### src/hdl/mips_pkg.sv
package mips_pkg;

	typedef logic [31:0] word_t;	// Data or address word
	typedef logic [4:0] reg_addr_t;	// Register index
	typedef logic [5:0] opcode_t;	// Primary opcode field
	typedef logic [5:0] funct_t;	// R-type function field

	// Primary opcodes
	localparam opcode_t op_rtype = 6'b000000;	// Decoded further on funct
	localparam opcode_t op_j     = 6'b000010;
	localparam opcode_t op_jal   = 6'b000011;
	localparam opcode_t op_beq   = 6'b000100;
	localparam opcode_t op_bne   = 6'b000101;
	localparam opcode_t op_addiu = 6'b001001;
	localparam opcode_t op_slti  = 6'b001010;
	localparam opcode_t op_sltiu = 6'b001011;
	localparam opcode_t op_andi  = 6'b001100;
	localparam opcode_t op_ori   = 6'b001101;
	localparam opcode_t op_xori  = 6'b001110;
	localparam opcode_t op_lui   = 6'b001111;
	localparam opcode_t op_lw    = 6'b100011;
	localparam opcode_t op_sw    = 6'b101011;

	// R-type function codes
	localparam funct_t fn_sll  = 6'b000000;
	localparam funct_t fn_srl  = 6'b000010;
	localparam funct_t fn_sra  = 6'b000011;
	localparam funct_t fn_jr   = 6'b001000;
	localparam funct_t fn_addu = 6'b100001;
	localparam funct_t fn_subu = 6'b100011;
	localparam funct_t fn_and  = 6'b100100;
	localparam funct_t fn_or   = 6'b100101;
	localparam funct_t fn_xor  = 6'b100110;
	localparam funct_t fn_slt  = 6'b101010;
	localparam funct_t fn_sltu = 6'b101011;

	typedef enum logic [3:0] {
		alu_add,	// Also address generation
		alu_sub,	// Also branch compare
		alu_and,
		alu_or,
		alu_xor,
		alu_slt,	// Signed compare
		alu_sltu,	// Unsigned compare
		alu_sll,
		alu_srl,
		alu_sra,
		alu_lui	// Immediate into upper half
	} alu_op_t;

	localparam word_t reset_vector = 32'hBFC00000;	// Boot ROM start

endpackage

### src/hdl/mips_decoder.sv
`timescale 1ns/10ps

module mips_decoder (
	input mips_pkg::opcode_t opcode,
	input mips_pkg::funct_t funct,
	output logic reg_write,	// Register file write
	output logic reg_dst,	// Write to rd, else rt
	output logic alu_src_imm,	// ALU b from immediate
	output logic zero_ext,	// Logic immediates zero extended
	output logic shift_imm,	// Shift amount from instruction
	output logic mem_to_reg,	// Writeback from data memory
	output logic mem_read,
	output logic mem_write,
	output logic branch_eq,
	output logic branch_ne,
	output logic jump,	// J and JAL
	output logic jump_reg,	// JR
	output logic link,	// Write pc_plus4 to r31
	output mips_pkg::alu_op_t alu_op
);
	import mips_pkg::*;

	always_comb begin
		reg_write = 1'b0;	// Defaults give a no-operation
		reg_dst = 1'b0;
		alu_src_imm = 1'b0;
		zero_ext = 1'b0;
		shift_imm = 1'b0;
		mem_to_reg = 1'b0;
		mem_read = 1'b0;
		mem_write = 1'b0;
		branch_eq = 1'b0;
		branch_ne = 1'b0;
		jump = 1'b0;
		jump_reg = 1'b0;
		link = 1'b0;
		alu_op = alu_add;
		case (opcode)
			op_rtype: begin
				reg_write = 1'b1;	// Cleared again for JR and unknown funct
				reg_dst = 1'b1;
				case (funct)
					fn_addu: alu_op = alu_add;
					fn_subu: alu_op = alu_sub;
					fn_and: alu_op = alu_and;
					fn_or: alu_op = alu_or;
					fn_xor: alu_op = alu_xor;
					fn_slt: alu_op = alu_slt;
					fn_sltu: alu_op = alu_sltu;
					fn_sll: begin
						alu_op = alu_sll;
						shift_imm = 1'b1;
					end
					fn_srl: begin
						alu_op = alu_srl;
						shift_imm = 1'b1;
					end
					fn_sra: begin
						alu_op = alu_sra;
						shift_imm = 1'b1;
					end
					fn_jr: begin
						reg_write = 1'b0;	// No link in this subset
						reg_dst = 1'b0;
						jump_reg = 1'b1;
					end
					default: begin
						reg_write = 1'b0;	// Unknown funct, nop
						reg_dst = 1'b0;
					end
				endcase
			end
			op_addiu: begin
				reg_write = 1'b1;
				alu_src_imm = 1'b1;
			end
			op_slti, op_sltiu: begin
				reg_write = 1'b1;
				alu_src_imm = 1'b1;
				alu_op = (opcode == op_slti) ? alu_slt : alu_sltu;
			end
			op_andi, op_ori, op_xori: begin
				reg_write = 1'b1;
				alu_src_imm = 1'b1;
				zero_ext = 1'b1;	// Logic ops take unsigned immediate
				alu_op = (opcode == op_andi) ? alu_and :
					(opcode == op_ori) ? alu_or : alu_xor;
			end
			op_lui: begin
				reg_write = 1'b1;
				alu_src_imm = 1'b1;
				alu_op = alu_lui;
			end
			op_lw: begin
				reg_write = 1'b1;
				alu_src_imm = 1'b1;	// Base plus offset
				mem_to_reg = 1'b1;
				mem_read = 1'b1;
			end
			op_sw: begin
				alu_src_imm = 1'b1;
				mem_write = 1'b1;
			end
			op_beq: begin
				branch_eq = 1'b1;
				alu_op = alu_sub;	// Zero flag on equal
			end
			op_bne: begin
				branch_ne = 1'b1;
				alu_op = alu_sub;
			end
			op_j: jump = 1'b1;
			op_jal: begin
				jump = 1'b1;
				link = 1'b1;
				reg_write = 1'b1;	// Return address to r31
			end
			default: ;	// Unknown opcode, nop
		endcase
	end

endmodule

### src/hdl/mips_regfile.sv
`timescale 1ns/10ps

module mips_regfile (
	input logic clk,
	input logic we,
	input mips_pkg::reg_addr_t ra1,
	input mips_pkg::reg_addr_t ra2,
	input mips_pkg::reg_addr_t wa,
	input mips_pkg::word_t wd,
	output mips_pkg::word_t rd1,
	output mips_pkg::word_t rd2,
	output mips_pkg::word_t v0
);
	import mips_pkg::*;

	word_t regs [0:31];	// r0 entry never written

	always_ff @(posedge clk) begin
		if (we && wa != 5'd0) begin
			regs[wa] <= wd;	// Visible to reads next cycle
		end
	end

	// Combinational reads, r0 forced to zero
	assign rd1 = (ra1 == 5'd0) ? '0 : regs[ra1];
	assign rd2 = (ra2 == 5'd0) ? '0 : regs[ra2];

	assign v0 = regs[2];	// Observation tap

endmodule

### src/hdl/mips_alu.sv
`timescale 1ns/10ps

module mips_alu (
	input mips_pkg::alu_op_t alu_op,
	input mips_pkg::word_t a,
	input mips_pkg::word_t b,
	input logic [4:0] shamt,
	output mips_pkg::word_t result,
	output logic zero
);
	import mips_pkg::*;

	logic lt_signed;	// a < b as two's complement
	logic lt_unsigned;

	assign lt_signed = $signed(a) < $signed(b);
	assign lt_unsigned = a < b;

	always_comb begin
		case (alu_op)
			alu_add: result = a + b;	// Wraps, no overflow trap
			alu_sub: result = a - b;
			alu_and: result = a & b;
			alu_or: result = a | b;
			alu_xor: result = a ^ b;
			alu_slt: result = {31'd0, lt_signed};
			alu_sltu: result = {31'd0, lt_unsigned};
			alu_sll: result = b << shamt;	// Shifts act on b
			alu_srl: result = b >> shamt;
			alu_sra: result = $signed(b) >>> shamt;	// Sign fill
			alu_lui: result = {b[15:0], 16'd0};
			default: result = a + b;	// Unused encodings
		endcase
	end

	assign zero = (result == '0);	// Used for BEQ and BNE

endmodule

### src/hdl/mips_fetch.sv
`timescale 1ns/10ps

module mips_fetch #(
	parameter mips_pkg::word_t reset_pc = mips_pkg::reset_vector
) (
	input logic clk,
	input logic reset,
	input logic clk_enable,
	input logic branch_taken,	// Branch condition met
	input logic jump,
	input logic jump_reg,
	input logic [15:0] imm,	// Branch offset in words
	input logic [25:0] target,	// Jump target in words
	input mips_pkg::word_t rs_value,	// JR destination
	output mips_pkg::word_t pc,
	output mips_pkg::word_t pc_plus4,
	output logic active
);
	import mips_pkg::*;

	word_t branch_offset;
	word_t jump_addr;
	word_t next_pc;
	logic halt;	// JR to address zero

	assign pc_plus4 = pc + 32'd4;
	assign branch_offset = {{14{imm[15]}}, imm, 2'b00};
	assign jump_addr = {pc_plus4[31:28], target, 2'b00};	// Same 256MB region
	assign halt = jump_reg && (rs_value == '0);

	// JR over jump over branch, no delay slot
	assign next_pc = jump_reg ? rs_value :
		jump ? jump_addr :
		branch_taken ? pc_plus4 + branch_offset : pc_plus4;

	always_ff @(posedge clk or posedge reset) begin
		if (reset) begin
			pc <= reset_pc;
			active <= 1'b1;
		end else if (clk_enable && active) begin
			if (halt) begin
				active <= 1'b0;	// PC stays on the JR
			end else begin
				pc <= next_pc;
			end
		end
	end

endmodule

### src/hdl/mips_cpu.sv
`timescale 1ns/10ps

module mips_cpu #(
	parameter mips_pkg::word_t reset_pc = mips_pkg::reset_vector
) (
	input logic clk,
	input logic reset,
	input logic clk_enable,
	output logic active,
	output mips_pkg::word_t register_v0,
	output mips_pkg::word_t instr_address,	// Current PC
	input mips_pkg::word_t instr_readdata,	// Same-cycle instruction
	output mips_pkg::word_t data_address,	// ALU result
	output logic data_write,
	output logic data_read,
	output mips_pkg::word_t data_writedata,	// rt value
	input mips_pkg::word_t data_readdata
);
	import mips_pkg::*;

	logic reg_write, reg_dst, alu_src_imm, zero_ext, shift_imm;
	logic mem_to_reg, mem_read, mem_write, branch_eq, branch_ne;
	logic jump, jump_reg, link, zero, branch_taken, step;
	alu_op_t alu_op;
	reg_addr_t rs, rt, rd, write_reg;
	word_t pc, pc_plus4, rs_value, rt_value, imm_ext, alu_b, alu_result, write_data;
	logic [4:0] shamt;

	assign rs = instr_readdata[25:21];
	assign rt = instr_readdata[20:16];
	assign rd = instr_readdata[15:11];
	assign step = clk_enable && active;	// Cycle retires an instruction

	mips_fetch #(.reset_pc(reset_pc)) i_fetch (
		.clk(clk), .reset(reset), .clk_enable(clk_enable),
		.branch_taken(branch_taken), .jump(jump), .jump_reg(jump_reg),
		.imm(instr_readdata[15:0]), .target(instr_readdata[25:0]),
		.rs_value(rs_value), .pc(pc), .pc_plus4(pc_plus4), .active(active)
	);

	mips_decoder i_decoder (
		.opcode(instr_readdata[31:26]), .funct(instr_readdata[5:0]),
		.reg_write(reg_write), .reg_dst(reg_dst), .alu_src_imm(alu_src_imm),
		.zero_ext(zero_ext), .shift_imm(shift_imm), .mem_to_reg(mem_to_reg),
		.mem_read(mem_read), .mem_write(mem_write), .branch_eq(branch_eq),
		.branch_ne(branch_ne), .jump(jump), .jump_reg(jump_reg), .link(link),
		.alu_op(alu_op)
	);

	mips_regfile i_regfile (
		.clk(clk), .we(reg_write && step), .ra1(rs), .ra2(rt), .wa(write_reg),
		.wd(write_data), .rd1(rs_value), .rd2(rt_value), .v0(register_v0)
	);

	// Operand selection
	assign imm_ext = zero_ext ? {16'd0, instr_readdata[15:0]} :
		{{16{instr_readdata[15]}}, instr_readdata[15:0]};
	assign alu_b = alu_src_imm ? imm_ext : rt_value;
	assign shamt = shift_imm ? instr_readdata[10:6] : 5'd0;	// No variable shifts

	mips_alu i_alu (
		.alu_op(alu_op), .a(rs_value), .b(alu_b), .shamt(shamt),
		.result(alu_result), .zero(zero)
	);

	assign branch_taken = (branch_eq && zero) || (branch_ne && !zero);

	// Writeback selection
	assign write_reg = link ? 5'd31 : (reg_dst ? rd : rt);
	assign write_data = link ? pc_plus4 : (mem_to_reg ? data_readdata : alu_result);

	// Data port
	assign instr_address = pc;
	assign data_address = alu_result;
	assign data_writedata = rt_value;
	assign data_write = mem_write && step;	// Held low when stalled or halted
	assign data_read = mem_read && step;

endmodule

### config.mk
export PLATFORM = sky130hd
export DESIGN_NAME = mips_cpu
export DESIGN_NICKNAME = d
export VERILOG_FILES = /design/src/hdl/mips_pkg.sv /design/src/hdl/mips_decoder.sv /design/src/hdl/mips_regfile.sv /design/src/hdl/mips_alu.sv /design/src/hdl/mips_fetch.sv /design/src/hdl/mips_cpu.sv
export SDC_FILE = /design/constraint.sdc
export NUM_CORES = 2
export LEC_CHECK = 0
export ABC_AREA = 0
export ABC_CLOCK_PERIOD_IN_PS = 8800
export BUFFER_PORTS_ARGS = -buffer_cell sky130_fd_sc_hd__buf_2
export CORE_ASPECT_RATIO = 0.7
export CORE_MARGIN = 2
export CORE_UTILIZATION = 40
export CTS_CLUSTER_DIAMETER = 50
export CTS_CLUSTER_SIZE = 25
export DETAILED_ROUTE_END_ITERATION = 12
export PLACE_DENSITY = 0.54
export SKIP_LAST_GASP = 1
export SLEW_MARGIN = 20
export SYNTH_ARGS = -nofsm -noshare
export SYNTH_HDL_FRONTEND = slang
export SYNTH_SLANG_ARGS = --single-unit
### constraint.sdc
create_clock -name clk -period 8.8 [get_ports clk]
set_input_delay 0.88 -clock clk [delete_from_list [all_inputs] [get_ports clk]]
set_output_delay 0.88 -clock clk [all_outputs]
set_load 0.03 [all_outputs]
==> results.txt <==
- Initial drt markers: 9295
* H-tree depth: 3
* Yosys warnings: 0
- Among the stages of the critical path, the cell type that occurs most often is sky130_fd_sc_hd__buf_4.
- After clock tree synthesis, the clock-pin slew on the worst setup and hold paths is 80 ps.
* Mean Syn Cell Area: 13.1 um2
- In this run the power density over the cells is 207 nW/um2.
- For this run, the share of the core covered by cells in the final layout is 0.479.
- Timing would allow up to 115 MHz.
* Slowest cell on the critical path: sky130_fd_sc_hd__mux4_2
- Crit path time final: 8710 ps
- Synth-to-Final Area Change: 18.5%
- For this design the static power due to leakage is 26.8 nW.
- The initial utilization of the core area, before any placement, comes to 0.404.
- In this run the core area contains 121 standard-cell rows.
- Counting tap cells, the placed design contains a total of 7449 instances.
* Count of pins on the block boundary: 198
- Number of global-route vias before repair: 48.8k
- Entering global routing, the biggest net connects 40 pins.
* Hold violation total from the final report: 0
- Of the synthesized area, sequential elements account for 0.501.
- The run finished with clean final reports.
* CTS tree: done
- In the synthesized netlist the dominant register cell turns out to be sky130_fd_sc_hd__edfxtp_1.
- For this run the aggregate overflow at the end of global routing stands at 0.
- For the worst setup path, the data required time is 7920 ps.
- After layout, the worst setup slack is 94.2 ps.
* Number of buffers inserted to repair setup after CTS: 0
- Of the cells placed in the final design, the portion with a size suffix greater than 1 is 0.310.
- For the final database, setup skew stands at 62.3 ps.
- Wires add up to 313000 um.
- Fill cell total of the finished layout: 14.0k
- The floorplan step defined a die boundary enclosing 161000 um2.
- CTS Buf Count: 92
- Slew Limit Fails: 0
- The count of buffers added on input and output ports is 197.
- The number of hold buffers added after CTS was 0.
- Wire length of the first global-routing pass: 422000 um
* Library cell with the highest instance count after synthesis: sky130_fd_sc_hd__edfxtp_1
- Of the post-synthesis cell area, the dominant cell type holds 0.488.
* Critical Path Start Type: input pin
* Vias per std cell: 6.85
- The later pin in the worst-skew pair is clocked with a latency of 770 ps.
- List of most frequent post-synthesis cells: 1024 x sky130_fd_sc_hd__edfxtp_1, 440 x sky130_fd_sc_hd__mux4_2, 323 x sky130_fd_sc_hd__nor2_1
- Maximum count of clock buffers along a single path: 3
- The pre-antenna-repair detailed-routing pass consisted of 8 iterations.
* Number of enable-type register cells in the synthesized netlist: 1024
* Final #Nets: 5648
* Routed via count: 52.2k
- In the finished design, the share of the clock period the worst path needs comes to 0.989.
* Root cell of the clock tree: sky130_fd_sc_hd__clkbuf_16
- Setup violations remaining at the end of the flow were counted as 0.
- Once detailed placement completed, the half-perimeter wirelength came to 230000 um.
- The min-delay analysis places its worst path in the category input pin to asynchronous set/reset pin.
- For the pin with the worst max-slew slack, the measured transition is 1240 ps.
- After detailed routing, the average wire length per cell comes to 41.1 um.
* Max-capacitance violation count: 0
- Post-route DRC violation count: 0
* Horizontal extent of the die: 478 um
* Routability Congestion: 1.10
- Worst max-slew margin expressed relative to the limit: 0.166
- In the post-synthesis netlist, the biggest area contributors are sky130_fd_sc_hd__edfxtp_1 49%, sky130_fd_sc_hd__mux4_2 16%, sky130_fd_sc_hd__mux2i_1 4.7%, sky130_fd_sc_hd__ha_1 2.5%, sky130_fd_sc_hd__a21oi_1 1.9%.
- The worst setup path is captured at an output pin.
- Placeable core region: 156000 um2
* Register bit total from synthesis: 1057
- Ys async rst share: 0.0312
- Number of antenna violations at the first check in global routing: 22
- Counting distinct cell types in the post-synthesis netlist gives 114.
- After the flow finishes, the layout carries non-filler instances totaling 7624.
- CP arrival: 7830 ps
- Summed over all instances, the cell type with the most area after synthesis is sky130_fd_sc_hd__edfxtp_1.
* Family of cells with the greatest summed delay on the critical path: compound AO/OA/AOI/OAI gates
* Largest incremental delay on the critical path: 520 ps
- Crit Path Category: input pin to output pin
* Remaining antenna violation count after routing: 0
- RSZ-0062 raised after global routing: yes
* Worst path buffer plus inverter count: 10
* Summed instance area of the synthesized netlist: 63000 um2
- Synthesis produced 4797 cells.
- Vertical die dimension: 336 um
* Number of sinks driven by the clock tree: 1057
- CP max FO: 24
- Largest vdd supply drop: 159 uV
* Worst slack after detailed placement: 17.9 ps
* Total track usage: 0.382
area by class of cell:
| class | count | area (um2) | share of cell area |
|---|---|---|---|
| well taps | 2091 | 2620 | 0.0351 |
| flip-flops and latches | 1057 | 31600 | 0.423 |
| clock buffers | 95 | 2330 | 0.0313 |
| multi-input cells | 3286 | 29700 | 0.398 |
| diodes | 5 | 12.5 | 0.000168 |
| repair buffers | 891 | 7010 | 0.0940 |
| inverters | 124 | 465 | 0.00624 |
| clock inverters | 75 | 881 | 0.0118 |
what timing repair did:
| item | 4_1_cts | 5_1_grt |
|---|---|---|
| resized for setup | 0 | 3 |
| hold endpoints to repair | 0 | 0 |
| endpoints found under the setup margin | 0 | 2 |
final timing paths:
| path | cells after the start | to | slack [ps] | from |
|---|---|---|---|---|
| min in group clk | 3 | i_fetch.active$_DFFE_PP1P_ | 490 | clk_enable |
| max in group asynchronous | 3 | i_fetch.active$_DFFE_PP1P_ | 8180 | reset |
| max | 28 | data_address[31] | 90 | instr_readdata[21] |
| min | 3 | i_fetch.pc[13]$_DFFE_PP0P_ | 240 | reset |
| min reg2reg | 1 | i_fetch.active$_DFFE_PP1P_ | 540 | i_fetch.active$_DFFE_PP1P_ |
| max reg2reg | 25 | i_fetch.pc[5]$_DFFE_PP0P_ | 840 | i_regfile.regs[2][0]$_DFFE_PP_ |
stage by stage:
stage	instance area, um2	TNS [ps]	hold WS (ps)	total power, mW
after CTS	74600	0	199	15.3
after detailed placement	71400	0	522	11.0
after global routing	74600	-56.7	255	15.8
after floorplan	63100	0	544	8.43
final	74600	0	237	15.5
after global placement	71300	0	522	11.0
worst min-delay path: stages:
cell and delay [ps]:
sky130_fd_sc_hd__buf_2 90, sky130_fd_sc_hd__inv_1 40, sky130_fd_sc_hd__buf_4 430
per-layer routing:
metal  global-route usage  routed length, um  up-vias
li1                     -                  -    20700
met1                0.565             131000    27000
met2                0.508             123000     3910
met3                0.145              45900      560
met4                0.129              12100       20
met5                    0                309        -
logic make-up (layout without fill, tap and decap cells):
| group | Yosys count | after routing | share of synthesized area |
|---|---|---|---|
| multiplexers | 787 | 787 | 0.214 |
| buffers and inverters | 485 | 1185 | 0.0363 |
| adder cells (fa/ha/maj) | 129 | 129 | 0.0260 |
| AO/OA/AOI/OAI | 1171 | 1171 | 0.128 |
| flip-flops | 1057 | 1057 | 0.501 |
| AND/OR/NAND/NOR | 1094 | 1094 | 0.0840 |
| other | 1 | 37 | 0.0000595 |
| XOR/XNOR | 73 | 73 | 0.0102 |
registers in the layout, indices dropped and copies added, names as in the netlist:
signal	count
i_regfile.regs	1024
i_fetch.pc	32
i_fetch.active	1
cells in the final DEF (no fill, tap or decap), types with 18 or more instances in the layout:
cell type,count
sky130_fd_sc_hd__a211oi_1,66
sky130_fd_sc_hd__a21o_1,40
sky130_fd_sc_hd__a21oi_1,230
sky130_fd_sc_hd__a221oi_1,50
sky130_fd_sc_hd__a22o_1,28
sky130_fd_sc_hd__a22oi_1,58
sky130_fd_sc_hd__a311oi_1,24
sky130_fd_sc_hd__a31oi_1,26
sky130_fd_sc_hd__and2_1,31
sky130_fd_sc_hd__and3_1,28
sky130_fd_sc_hd__buf_12,59
sky130_fd_sc_hd__buf_2,189
sky130_fd_sc_hd__buf_4,636
sky130_fd_sc_hd__clkbuf_16,93
sky130_fd_sc_hd__conb_1,32
sky130_fd_sc_hd__dfrtp_1,23
sky130_fd_sc_hd__edfxtp_1,1024
sky130_fd_sc_hd__ha_1,126
sky130_fd_sc_hd__inv_1,121
sky130_fd_sc_hd__mux2_2,48
sky130_fd_sc_hd__mux2i_1,295
sky130_fd_sc_hd__mux4_2,440
sky130_fd_sc_hd__nand2_1,268
sky130_fd_sc_hd__nand2b_1,47
sky130_fd_sc_hd__nand3_1,80
sky130_fd_sc_hd__nand4_1,30
sky130_fd_sc_hd__nor2_1,290
sky130_fd_sc_hd__nor2_4,33
sky130_fd_sc_hd__nor2b_1,26
sky130_fd_sc_hd__nor3_1,110
sky130_fd_sc_hd__nor4_1,32
sky130_fd_sc_hd__o211ai_1,34
sky130_fd_sc_hd__o21ai_0,162
sky130_fd_sc_hd__o21ai_1,18
sky130_fd_sc_hd__o21ai_2,22
sky130_fd_sc_hd__o221ai_1,40
sky130_fd_sc_hd__o22ai_1,127
sky130_fd_sc_hd__o31ai_1,27
sky130_fd_sc_hd__or3_1,25
sky130_fd_sc_hd__xnor2_1,56
power by group:
group / switching, mW / leakage, nW / total [mW] / internal [mW]
clock network: 2.16 / 1.55 / 4.40 / 2.24
logic: 3.24 / 15.6 / 4.83 / 1.59
registers: 0.0205 / 9.65 / 6.23 / 6.21
(Power assumes the default switching activity.)
